$ cat src/hw/dqmPkg.sv
package dqmPkg;

    // Frame sync, sent first in every header
    localparam logic [15:0] dqmSyncWord = 16'hEB90;
    localparam int headerBits = 48;

    // Field widths
    localparam int dqmWidth = 16;
    localparam int sizeWidth = 14;
    localparam int rateWidth = 16;
    localparam int versionWidth = 4;
    localparam int padBits = 12;

    typedef struct packed {
        logic bitEn;
        logic bitVal;
    } payloadIn_t;

    // payloadSize and clksPerBit are stored minus one
    typedef struct packed {
        logic [dqmWidth-1:0]  dqm;
        logic [sizeWidth-1:0] payloadSize;
        logic [rateWidth-1:0] clksPerBit;
    } frameCfg_t;

    typedef struct packed {
        logic bitEn;
        logic bitVal;
    } serialOut_t;

    typedef enum logic {
        writeFlush,
        writeFill
    } writeState_t;

    typedef enum logic [1:0] {
        frameIdle,
        frameWait,
        frameHeader,
        framePayload
    } frameState_t;

endpackage
$ cat src/hw/pingPongWriter.sv
`timescale 1ns/100ps

module pingPongWriter import dqmPkg::*; (
    input  logic                 clk,
    input  logic                 reset,
    input  payloadIn_t           payload,
    input  logic [sizeWidth-1:0] payloadSize,
    input  logic                 pingEmpty,
    input  logic                 pongEmpty,
    output logic                 pingWrEn,
    output logic                 pongWrEn,
    output logic                 readPing,
    output logic                 frameStart,
    output logic                 flush,
    output logic                 overrun
);

    writeState_t          state;
    logic [sizeWidth-1:0] bitsLeft;
    logic                 writePing;

    logic                 accept;
    logic                 curPing;
    logic [sizeWidth-1:0] curLeft;
    logic                 closing;
    logic                 nextEmpty;

    // In flush the strobe that finds both buffers empty starts a fresh frame in ping
    always_comb begin
        if (state == writeFlush) begin
            accept = payload.bitEn && pingEmpty && pongEmpty;
            curPing = 1'b1;
            curLeft = payloadSize;
        end else begin
            accept = payload.bitEn;
            curPing = writePing;
            curLeft = bitsLeft;
        end
        closing = accept && (curLeft == '0);
        // Buffer written after the swap must already be drained
        nextEmpty = curPing ? pongEmpty : pingEmpty;
    end

    assign pingWrEn = accept && curPing;
    assign pongWrEn = accept && !curPing;
    assign frameStart = closing && nextEmpty;
    assign overrun = closing && !nextEmpty;
    assign flush = (state == writeFlush);

    always_ff @(posedge clk) begin
        if (reset) begin
            state <= writeFlush;
            bitsLeft <= '0;
            writePing <= 1'b1;
            readPing <= 1'b1;
        end else if (overrun) begin
            state <= writeFlush;
        end else if (accept) begin
            state <= writeFill;
            if (closing) begin
                bitsLeft <= payloadSize;
                writePing <= !curPing;
                readPing <= curPing;
            end else begin
                bitsLeft <= curLeft - 1'b1;
                writePing <= curPing;
            end
        end
    end

    // A new frame always begins in an empty buffer
    freshBufferEmpty: assert property (@(posedge clk) disable iff (reset)
        frameStart |=> (writePing ? pingEmpty : pongEmpty))
        else $error("frame started in a buffer that still holds data");

endmodule

$ cat config.mk
export PLATFORM = sky130hd
export DESIGN_NAME = pingPongWriter
export DESIGN_NICKNAME = d
export VERILOG_FILES = /design/src/hw/dqmPkg.sv /design/src/hw/pingPongWriter.sv
export SDC_FILE = /design/constraint.sdc
export NUM_CORES = 1
export LEC_CHECK = 0
export ABC_AREA = 1
export BUFFER_PORTS_ARGS = -buffer_cell sky130_fd_sc_hd__buf_4
export CAP_MARGIN = 20
export CORE_MARGIN = 5
export CORE_UTILIZATION = 55
export CTS_CLUSTER_DIAMETER = 40
export CTS_CLUSTER_SIZE = 12
export DETAILED_ROUTE_END_ITERATION = 16
export PLACE_DENSITY_LB_ADDON = 0.05
export SYNTH_ARGS = -nofsm -noshare
export SYNTH_HDL_FRONTEND = slang
export SYNTH_SLANG_ARGS = --single-unit
$ cat constraint.sdc
create_clock -name clk -period 2.77 [get_ports clk]
set_input_delay 0.554 -clock clk [delete_from_list [all_inputs] [get_ports clk]]
set_output_delay 0.554 -clock clk [all_outputs]
set_load 0.02 [all_outputs]
==> summary.md <==
| Metric | Value |
|---|---|
| Core ar. | `0.002758 mm^2` |
| Kind of critical path | `reg -> out` |
| CP required | `2220 ps` |
| Clk pwr share | `0.224` |
| Net Switching | `approximately 250 uW` |
| DR DRC count | `0` |
| Syn Std Cell Area | `approximately 0.0016 mm^2` |
| Initial DRC count | `67` |
| Sequential-to-total area share from yosys stat | `0.2147` |
| Diode count | `0` |
| Tmin final | `2630 ps` |
| Clk slew on worst S/H paths | `about 120 ps` |
| First-pass GRT wire length | `between 6000 and 7000 um` |
| Worst hold margin | `roughly 470 ps` |
| Synth-to-Final Area Change | `15.55%` |
| Crit-path cells | `o21ai_2 > ha_1 > nand3_1 > nor2_4 > inv_1 > nor2_4 > nand3_4 > nor2_2 > buf_4` |
| Clock Skew | `approximately 4.9 ps` |
| Initial antenna violation count | `0` |
| CTS tree | `yes` |
| H-tree depth | `1` |
| Min setup slack post-route | `140.3 ps` |
| Int Power | `409.2 uW` |
| Worst min-delay path class | `reg -> reg` |
| DR WL/cell | `11.75 um` |
| Setup_tns | `0 ps` |
| CTS buffer count | `3` |
| Worst path slowest cell | `dfxtp_4` |
| Slew Limit Headroom | `0.8076` |
| Layout cell share with drive strength beyond 1 | `0.2914` |
| CP dominant cell by count | `nor2_4` |
| Routability Congestion | `0.8319` |
| Pwr Density | `about 360 mW/mm^2` |
| Routed Antenna Nets | `0` |
| Die area | `0.004056 mm^2` |
| Clock Latency Late Sink | `310 ps` |
| Synth unique cells | `33` |
| CP Launch Type | `register` |
| Initial Utilization | `0.5749` |
| Total grt overflow | `0` |
| Status | `complete, no violations` |
| Syn Nets | `270` |
| Row Count | `19` |
| Crit path arrival time | `2080 ps` |
| Max Cap Violations | `0` |
| CTS Sinks | `17` |
| Via count | `around 1.5k` |
| CP Max Fanout | `9` |
| # hold bufs at CTS | `0` |
| Comb pwr share | `0.366` |
| Chip height | `63.69 um` |
| Slowest Stage Delay on Critical Path | `390 ps` |
| Drt via density | `4.932` |
| Flops & latches, synth | `17` |
| Post-DP HPWL | `2720 um` |
| Post-Syn Area per Cell | `6.367 um^2` |
| Post-Synthesis Cells | `roughly 250` |
| FMAX | `~380 MHz` |
| Clock Root Buffer | `clkbuf_4` |
| Total Wirelength | `between 3000 and 4000 um` |
| Total track usage | `0.1887` |
| Detailed Routing Iterations Pass 1 | `4` |
| Pre-CTS worst setup slack | `approximately 190 ps` |
| Clock tree buffer depth | `2` |
| Vias in the first global route | `1434` |
| I/O Pins | `26` |
| Crit. End Element | `primary output` |
| Number of I/O port buffers | `24` |
| Leakage | `between 0.0008 and 0.0009 uW` |
| Final-report setup violation count | `0` |
| Placed inst area | `around 0.0018 mm^2` |
| Fin. max-slew vios | `0` |
| Final period util | `0.9493` |
| Fin nets | `300` |
| Seq pwr share | `0.410` |
| Number of fill cells | `291` |
| Largest net degree at the start of global routing | `16` |
| Die width | `~64 um` |
| VDD IR max | `0.2900 mV` |
| Hold Fails Final Rpt | `0` |
| Net Sw Frac | `0.3785` |
| Yosys warning count | `0` |
| Design Area, Final | `0.001832 mm^2` |
| Tightest Pin Transition | `~290 ps` |
[layout make-up]
| class | instances | area [um^2] | area share |
|---|---|---|---|
| Multi-Input combinational cell | 196 | 1070 | 0.5840 |
| Inverter | 29 | 111.4 | 0.06079 |
| Timing Repair Buffer | 32 | 240.2 | 0.1311 |
| Sequential cell | 17 | 344.1 | 0.1878 |
| Clock buffer | 3 | 22.52 | 0.01230 |
| Tap cell | 31 | 38.79 | 0.02117 |
| Clock inverter | 1 | 5.005 | 0.002732 |
[repair_timing]
action	4_1_cts	5_1_grt
endpoints found under the hold margin	0	0
endpoints found under the setup margin	2	2
pin swaps	0	3
resized for setup	1	4
buffers inserted	0	4
[cells by family after synthesis]
family,count (synthesis),synth area share
AND/OR/NAND/NOR,157,0.4972
buffers and inverters,36,0.1184
AO/OA/AOI/OAI,33,0.1342
flip-flops,17,0.2147
XOR/XNOR,5,0.02763
adder cells (fa/ha/maj),1,0.007891
[flip-flops by register name, indices dropped and copies added (netlist names)]
signal     flops
bitsLeft      14
writePing      1
state          1
readPing       1
[synth_stat cells]
library cell / instances / area [um^2]
o21ai_2: 4 / 35.03
o21ai_1: 5 / 25.02
nand3b_1: 1 / 7.510
o21a_1: 1 / 7.510
nand3_4: 1 / 17.52
nand3_2: 1 / 10.01
a21oi_4: 1 / 16.27
xnor2_1: 3 / 26.28
nor2_1: 47 / 176.4
a211oi_1: 1 / 7.510
xor2_1: 2 / 17.52
nand2_2: 7 / 43.79
nor2_8: 1 / 20.02
nand2_1: 66 / 247.7
buf_6: 4 / 45.04
a21oi_1: 3 / 15.01
a21oi_2: 4 / 35.03
inv_1: 25 / 93.84
clkbuf_1: 1 / 3.750
inv_2: 3 / 11.26
ha_1: 1 / 12.51
or2_1: 1 / 6.260
o21ai_0: 13 / 65.06
nor2_2: 5 / 31.28
nor2_4: 8 / 90.09
buf_4: 1 / 7.510
nand3_1: 12 / 60.06
nand2_4: 6 / 67.56
buf_12: 1 / 20.02
a31oi_1: 1 / 6.260
inv_4: 1 / 6.260
nor3_2: 1 / 10.01
dfxtp_1: 17 / 340.3
[critical path: cells and delay by family (launching register included)]
| family | cells | cell delay (ps) |
|---|---|---|
| buffers and inverters | 2 | 260 |
| AO/OA/AOI/OAI | 1 | 180 |
| AND/OR/NAND/NOR | 5 | 740 |
| flip-flops | 1 | 390 |
| adder cells (fa/ha/maj) | 1 | 210 |
[path summary, 6_finish.rpt]
path,from,endpoint,slack [ps],depth (start not counted)
max,state,overrun,140,9
min,bitsLeft[11],bitsLeft[11],470,2
max reg2reg,state,bitsLeft[1],600,13
min reg2reg,bitsLeft[11],bitsLeft[11],470,2
[power by group through the flow]
stage	logic, uW	registers [uW]	clock network, uW
after CTS	232	270	149
final	241	270	147
after floorplan	184	272	0
after global routing	271	273	164
after global placement	229	275	0
after detailed placement	230	276	0
[cell usage in the layout, fill, tap and decap left out]
master    count
buf_4        32
o21ai_2       4
o21ai_1       5
nand3_4       1
nor3_2        1
inv_2         3
o21ai_0      13
xnor2_1       3
a21oi_4       1
nand3_1      12
a211oi_1      1
or2_1         1
inv_1        25
nor2_1       46
xor2_1        2
dfxtp_4       1
o21a_1        1
nand3_2       1
nor2_2        4
ha_1          1
a21oi_2       4
a21oi_1       3
dfxtp_1      16
nand2_4       6
nand2_1      66
clkbuf_4      3
clkinv_2      1
inv_4         1
a31oi_1       1
nand3b_1      1
nor2_4       10
nand2_2       7
nor2_8        1
[through the flow]
| stage | power [uW] | cells | util |
|---|---|---|---|
| after floorplan | 455.4 | 249 | - |
| after global placement | 504.1 | 301 | 0.6375 |
| after detailed placement | 505.8 | 301 | 0.6375 |
| after CTS | 651.0 | 305 | 0.6479 |
| after global routing | 707.0 | 309 | 0.6642 |
| final | 658.4 | 309 | 0.6642 |
[layer usage]
metal	vias to the layer above	wire, um	GRT usage
met1	661	1631	0.2423
met5	-	0	0
met3	7	174	0.03730
li1	828	-	-
met4	0	61	0.06753
met2	28	1763	0.3096
Note: power is estimated with default switching activity, not from simulation.
