<file path="config.mk">
export PLATFORM = sky130hd
export DESIGN_NAME = frameSerializer
export DESIGN_NICKNAME = d
export VERILOG_FILES = /design/src/hw/dqmPkg.sv /design/src/hw/frameSerializer.sv
export SDC_FILE = /design/constraint.sdc
export NUM_CORES = 1
export LEC_CHECK = 0
export ABC_AREA = 1
export BUFFER_PORTS_ARGS = -buffer_cell sky130_fd_sc_hd__buf_2
export CORE_MARGIN = 8
export CORE_UTILIZATION = 50
export CTS_BUF_LIST = sky130_fd_sc_hd__clkbuf_4
export CTS_CLUSTER_DIAMETER = 40
export CTS_CLUSTER_SIZE = 12
export DETAILED_ROUTE_END_ITERATION = 8
export PLACE_DENSITY_LB_ADDON = 0.1
export REMOVE_ABC_BUFFERS = 1
export SYNTH_ARGS = -nofsm -noshare
export SYNTH_HDL_FRONTEND = slang
export SYNTH_SLANG_ARGS = --single-unit
</file>
<file path="constraint.sdc">
create_clock -name clk -period 10.1 [get_ports clk]
set_input_delay 0.505 -clock clk [delete_from_list [all_inputs] [get_ports clk]]
set_output_delay 0.505 -clock clk [all_outputs]
set_load 0.03 [all_outputs]
</file>
<file path="src/hw/dqmPkg.sv">
package dqmPkg;

    // Frame sync, sent first in every header
    localparam logic [15:0] dqmSyncWord = 16'hEB90;
    localparam int headerBits = 48;

    // Field widths
    localparam int dqmWidth = 16;
    localparam int sizeWidth = 14;
    localparam int rateWidth = 16;
    localparam int versionWidth = 4;
    localparam int padBits = 12;

    typedef struct packed {
        logic bitEn;
        logic bitVal;
    } payloadIn_t;

    // payloadSize and clksPerBit are stored minus one
    typedef struct packed {
        logic [dqmWidth-1:0]  dqm;
        logic [sizeWidth-1:0] payloadSize;
        logic [rateWidth-1:0] clksPerBit;
    } frameCfg_t;

    typedef struct packed {
        logic bitEn;
        logic bitVal;
    } serialOut_t;

    typedef enum logic {
        writeFlush,
        writeFill
    } writeState_t;

    typedef enum logic [1:0] {
        frameIdle,
        frameWait,
        frameHeader,
        framePayload
    } frameState_t;

endpackage
</file>
<file path="src/hw/frameSerializer.sv">
`timescale 1ns/100ps

module frameSerializer import dqmPkg::*; #(
    parameter logic [versionWidth-1:0] VERSION = 4'h0
) (
    input  logic       clk,
    input  logic       reset,
    input  frameCfg_t  cfg,
    input  logic       frameStart,
    input  logic       flush,
    input  logic       readPing,
    input  logic       pingBit,
    input  logic       pongBit,
    input  logic       pingEmpty,
    input  logic       pongEmpty,
    output logic       pingRdEn,
    output logic       pongRdEn,
    output serialOut_t out
);

    logic [rateWidth-1:0]  rateCount;
    logic                  bitStrobe;

    frameState_t           state;
    logic                  startPending;
    logic [headerBits-1:0] headerSr;
    logic [sizeWidth-1:0]  bitCount;
    logic [dqmWidth-1:0]   dqmHold;
    logic                  readSel;

    logic                  holdIdle;
    logic                  startNow;
    logic                  readNext;
    logic [dqmWidth-1:0]   headerDqm;

    // Free running bit-rate strobe, one pulse every clksPerBit+1 cycles
    always_ff @(posedge clk) begin
        if (reset) begin
            rateCount <= '0;
        end else if (rateCount == '0) begin
            rateCount <= cfg.clksPerBit;
        end else begin
            rateCount <= rateCount - 1'b1;
        end
    end

    assign bitStrobe = (rateCount == '0);

    // The flush-exit strobe may close a frame, so it is not held off
    assign holdIdle = flush && !frameStart;
    assign startNow = frameStart || startPending;
    assign headerDqm = frameStart ? cfg.dqm : dqmHold;

    // Reads run one strobe ahead: last header bit, then every payload bit but the last
    assign readNext = bitStrobe && !flush &&
                      (((state == frameHeader) && (bitCount == '0)) ||
                       ((state == framePayload) && (bitCount != '0)));

    assign pingRdEn = flush ? !pingEmpty : (readNext && readSel && !pingEmpty);
    assign pongRdEn = flush ? !pongEmpty : (readNext && !readSel && !pongEmpty);

    always_comb begin
        out.bitEn = bitStrobe && !flush && (state != frameIdle);
        if (state == framePayload) begin
            out.bitVal = readSel ? pingBit : pongBit;
        end else begin
            out.bitVal = headerSr[headerBits-1];
        end
    end

    always_ff @(posedge clk) begin
        if (frameStart) begin
            dqmHold <= cfg.dqm;
        end
    end

    always_ff @(posedge clk) begin
        if (reset) begin
            state <= frameIdle;
            startPending <= 1'b0;
        end else if (holdIdle) begin
            state <= frameIdle;
            startPending <= 1'b0;
        end else begin
            // Next frame closed while the last payload bit is still going out
            if (state == frameIdle) begin
                startPending <= 1'b0;
            end else if (frameStart) begin
                startPending <= 1'b1;
            end
            case (state)
                frameIdle: begin
                    if (startNow) begin
                        state <= frameWait;
                    end
                end
                frameWait: begin
                    if (bitStrobe) begin
                        state <= frameHeader;
                    end
                end
                frameHeader: begin
                    if (bitStrobe && (bitCount == '0)) begin
                        state <= framePayload;
                    end
                end
                framePayload: begin
                    if (bitStrobe && (bitCount == '0)) begin
                        state <= frameIdle;
                    end
                end
                default: state <= frameIdle;
            endcase
        end
    end

    // Header shift and bit counting
    always_ff @(posedge clk) begin
        case (state)
            frameIdle: begin
                headerSr <= {dqmSyncWord, {padBits{1'b0}}, VERSION, headerDqm};
                bitCount <= sizeWidth'(headerBits - 2);
            end
            frameWait: begin
                if (bitStrobe) begin
                    headerSr <= {headerSr[headerBits-2:0], 1'b0};
                    readSel <= readPing;
                end
            end
            frameHeader: begin
                if (bitStrobe) begin
                    if (bitCount == '0) begin
                        bitCount <= cfg.payloadSize;
                    end else begin
                        bitCount <= bitCount - 1'b1;
                        headerSr <= {headerSr[headerBits-2:0], 1'b0};
                    end
                end
            end
            framePayload: begin
                if (bitStrobe) begin
                    bitCount <= bitCount - 1'b1;
                end
            end
            default: bitCount <= bitCount;
        endcase
    end

    // Every payload read must find a bit waiting in the selected buffer
    payloadReady: assert property (@(posedge clk) disable iff (reset)
        readNext |-> (readSel ? !pingEmpty : !pongEmpty))
        else $error("payload read from an empty buffer");

    // The writer must overrun rather than close a frame over an undrained buffer
    startOnlyWhenFree: assert property (@(posedge clk) disable iff (reset)
        frameStart |-> (state inside {frameIdle, framePayload}))
        else $error("frame closed while header still pending");

endmodule

</file>
==> impl_metrics.json <==
{
  "fin_area_sq_um": 5190,
  "yosys_warnings": 0,
  "crit_top_cell": "inv_1",
  "finalClockSkew_ns": 0.0275,
  "drive_gt1_share_pct": 20.0,
  "crit_required_ns": 10.28,
  "maxSlewViolCount": 0,
  "globalRouteTotalUtil_pct": 14.8,
  "max_slew.worst_pin.slew_ns": 1.03,
  "rsz0062_at_grt": "no",
  "max_freq_ghz": 0.370,
  "io_pins": 59,
  "clk_latency_ns": 0.44,
  "criticalPathCategory": "reg -> reg",
  "synth.distinct_cells": 33,
  "htree_num_levels": 3,
  "drc": 0,
  "post_cts_buffers": 0,
  "finalCritPeriodShare_pct": 26.8,
  "hold_path.class": "in -> reg",
  "cts_resized": 0,
  "place.gp.congestion": 0.810,
  "clockBufferDepth": 2,
  "cp_max_fo": 39,
  "p_per_area_nw_per_um2": 282,
  "yosysMostFrequentCell": "nand2_1",
  "fp.dieW_um": 113,
  "portBuffers": 58,
  "status": "finished clean",
  "synth-edff-count": 63,
  "cts_tree": "built",
  "ys_seq_area_share_pct": 55.5,
  "synth_common_cells": "nand2_1, inv_1, edfxtp_1, nor2_1, dfxtp_1",
  "cp_slowest_cell": "ha_1",
  "syn_inst": 525,
  "cellLeakagePower_nw": 2.46,
  "hold_viol_final": 0,
  "synth_top_cell_by_area": "edfxtp_1",
  "synth-seq-cells": 98,
  "wire_per_inst_um": 12.7,
  "syn_area_per_cell_sq_um": 8.90,
  "initial_core_util_pct": 51.0,
  "areaGrowthSynthToFinish_pct": 11.2,
  "core_sq_um": 9150,
  "nets": 644,
  "synth_ff_type": "edfxtp_1",
  "fin_crit_ns": 2.70,
  "rows": 35,
  "postCtsHoldBufs": 0,
  "grt_pass1_wl_um": 15400,
  "drtIter0Drc": 178,
  "dp_slack_ns": 7.40,
  "synthesis.area_sq_um": 4670,
  "setup_viol": 0,
  "cpPeakStageDelay_ns": 0.77,
  "antenna_found_initial": 0,
  "final.setup.worst_slack_ns": 7.40,
  "numCtsBuffers": 9,
  "drt-pass1-iter-count": 4,
  "detail-route-antenna-nets": 0,
  "cts.clk_slew.worst_paths_ns": 0.14,
  "relSlewSlack_pct": 30.9,
  "end_kind": "flip-flop",
  "synth_top_area_share_pct": 40.5,
  "placed_cells": 681,
  "path_cells": "inv_1 > ha_1 > inv_1 > or2_2",
  "total_power_mw": 1.46,
  "grt-ovfl-total": 0,
  "cts.sink_count": 98,
  "dp_hpwl_um": 6260,
  "dpl-instance-area_sq_um": 5030,
  "vias": 3445,
  "arrival_ns": 2.88,
  "fin_cells": 697,
  "num_antenna_cells": 0,
  "vdd_drop_max_mv": 0.114,
  "avgViaCountPerCell": 4.94,
  "drt_wl_total_um": 8880,
  "die_area_sq_um": 12700,
  "start_kind": "flip-flop",
  "fin_setup_tns_ns": 0,
  "synthArstFlopShare_pct": 0,
  "die_h_um": 113,
  "grt_pass1_vias": 3418,
  "grt_start_max_net_pins": 49,
  "maxCapViolCount": 0,
  "synth.area.top_cells": "edfxtp_1, dfxtp_1, nand2_1",
  "cts-root-buf": "clkbuf_4"
}
==> area by class of cell <==
cell class                 instances  area (sq um)
fill                             873          3960
sequential                        98          2590
inverter                          69           262
timing repair buffer              60           305
clock buffer                      10          75.1
clock inverter                     6          87.6
multi-input combinational        343          1730
tap                              111           139
==> sequential cells by signal (all words and copies together) (netlist names) <==
name          cells
bitCount         14
dqmHold          16
headerSr         48
rateCount        16
readSel           1
startPending      1
state             2
==> metal layers <==
layer / vias to the layer above / track usage [%] / wire length (um)
met5: - / 0 / 0
met4: 0 / 5.67 / 128
met3: 11 / 3.27 / 390
met2: 56 / 23.6 / 4030
met1: 1563 / 19.1 / 4330
li1: 1815 / - / -
==> logic make-up after synthesis <==
kind of cell	after synthesis	synth area share, %
adder cells (fa/ha/maj)	8	2.14
AND/OR/NAND/NOR	246	23.1
flip-flops	98	55.5
AO/OA/AOI/OAI	76	9.30
XOR/XNOR	13	2.44
buffers and inverters	84	7.53
==> cells in the final DEF, fill, tap and decap left out, types with 3 or more instances in the layout <==
| cell | n |
|---|---|
| a21oi_1 | 19 |
| a31oi_1 | 18 |
| buf_2 | 58 |
| clkbuf_4 | 10 |
| dfxtp_1 | 35 |
| edfxtp_1 | 63 |
| ha_1 | 8 |
| inv_1 | 65 |
| nand2_1 | 128 |
| nand2_2 | 11 |
| nand3_1 | 18 |
| nand4_1 | 3 |
| nor2_1 | 56 |
| nor2_2 | 6 |
| nor2_4 | 5 |
| nor3_1 | 5 |
| o21ai_0 | 23 |
| o21ai_1 | 8 |
| o21ai_2 | 4 |
| or2_2 | 9 |
| xnor2_1 | 4 |
| xor2_1 | 9 |
==> worst max-delay path: cells and delay by family, from the launching register on <==
kind                       cells  cell delay, ns
DFF                            1            0.42
and+or+nand+nor                1            0.48
buffers and inverters          2            0.78
adders and majority gates      1            0.77
==> final timing paths <==
check / from / slack (ns) / cells past startpoint / endpoint
setup / recovery: state[1] / 7.40 / 4 / headerSr[46]
hold / removal: readPing / 0.26 / 1 / readSel
setup reg to reg: state[1] / 7.40 / 4 / headerSr[46]
hold reg to reg: rateCount[0] / 0.45 / 1 / rateCount[0]
==> where the power goes <==
group / switching [mW] / internal (mW) / total [mW]
clock network: 0.132 / 0.105 / 0.237
logic: 0.352 / 0.178 / 0.530
registers: 0.0690 / 0.627 / 0.696
==> stage by stage <==
stage	hold slack, ns	util (%)
6_report	0.262	56.7
5_1_grt	0.221	56.7
3_3_place_gp	0.421	55.0
3_5_place_dp	0.428	55.0
4_1_cts	0.236	56.7
2_1_floorplan	0.407	-
No activity file was read; power rests on OpenSTA's default activity.
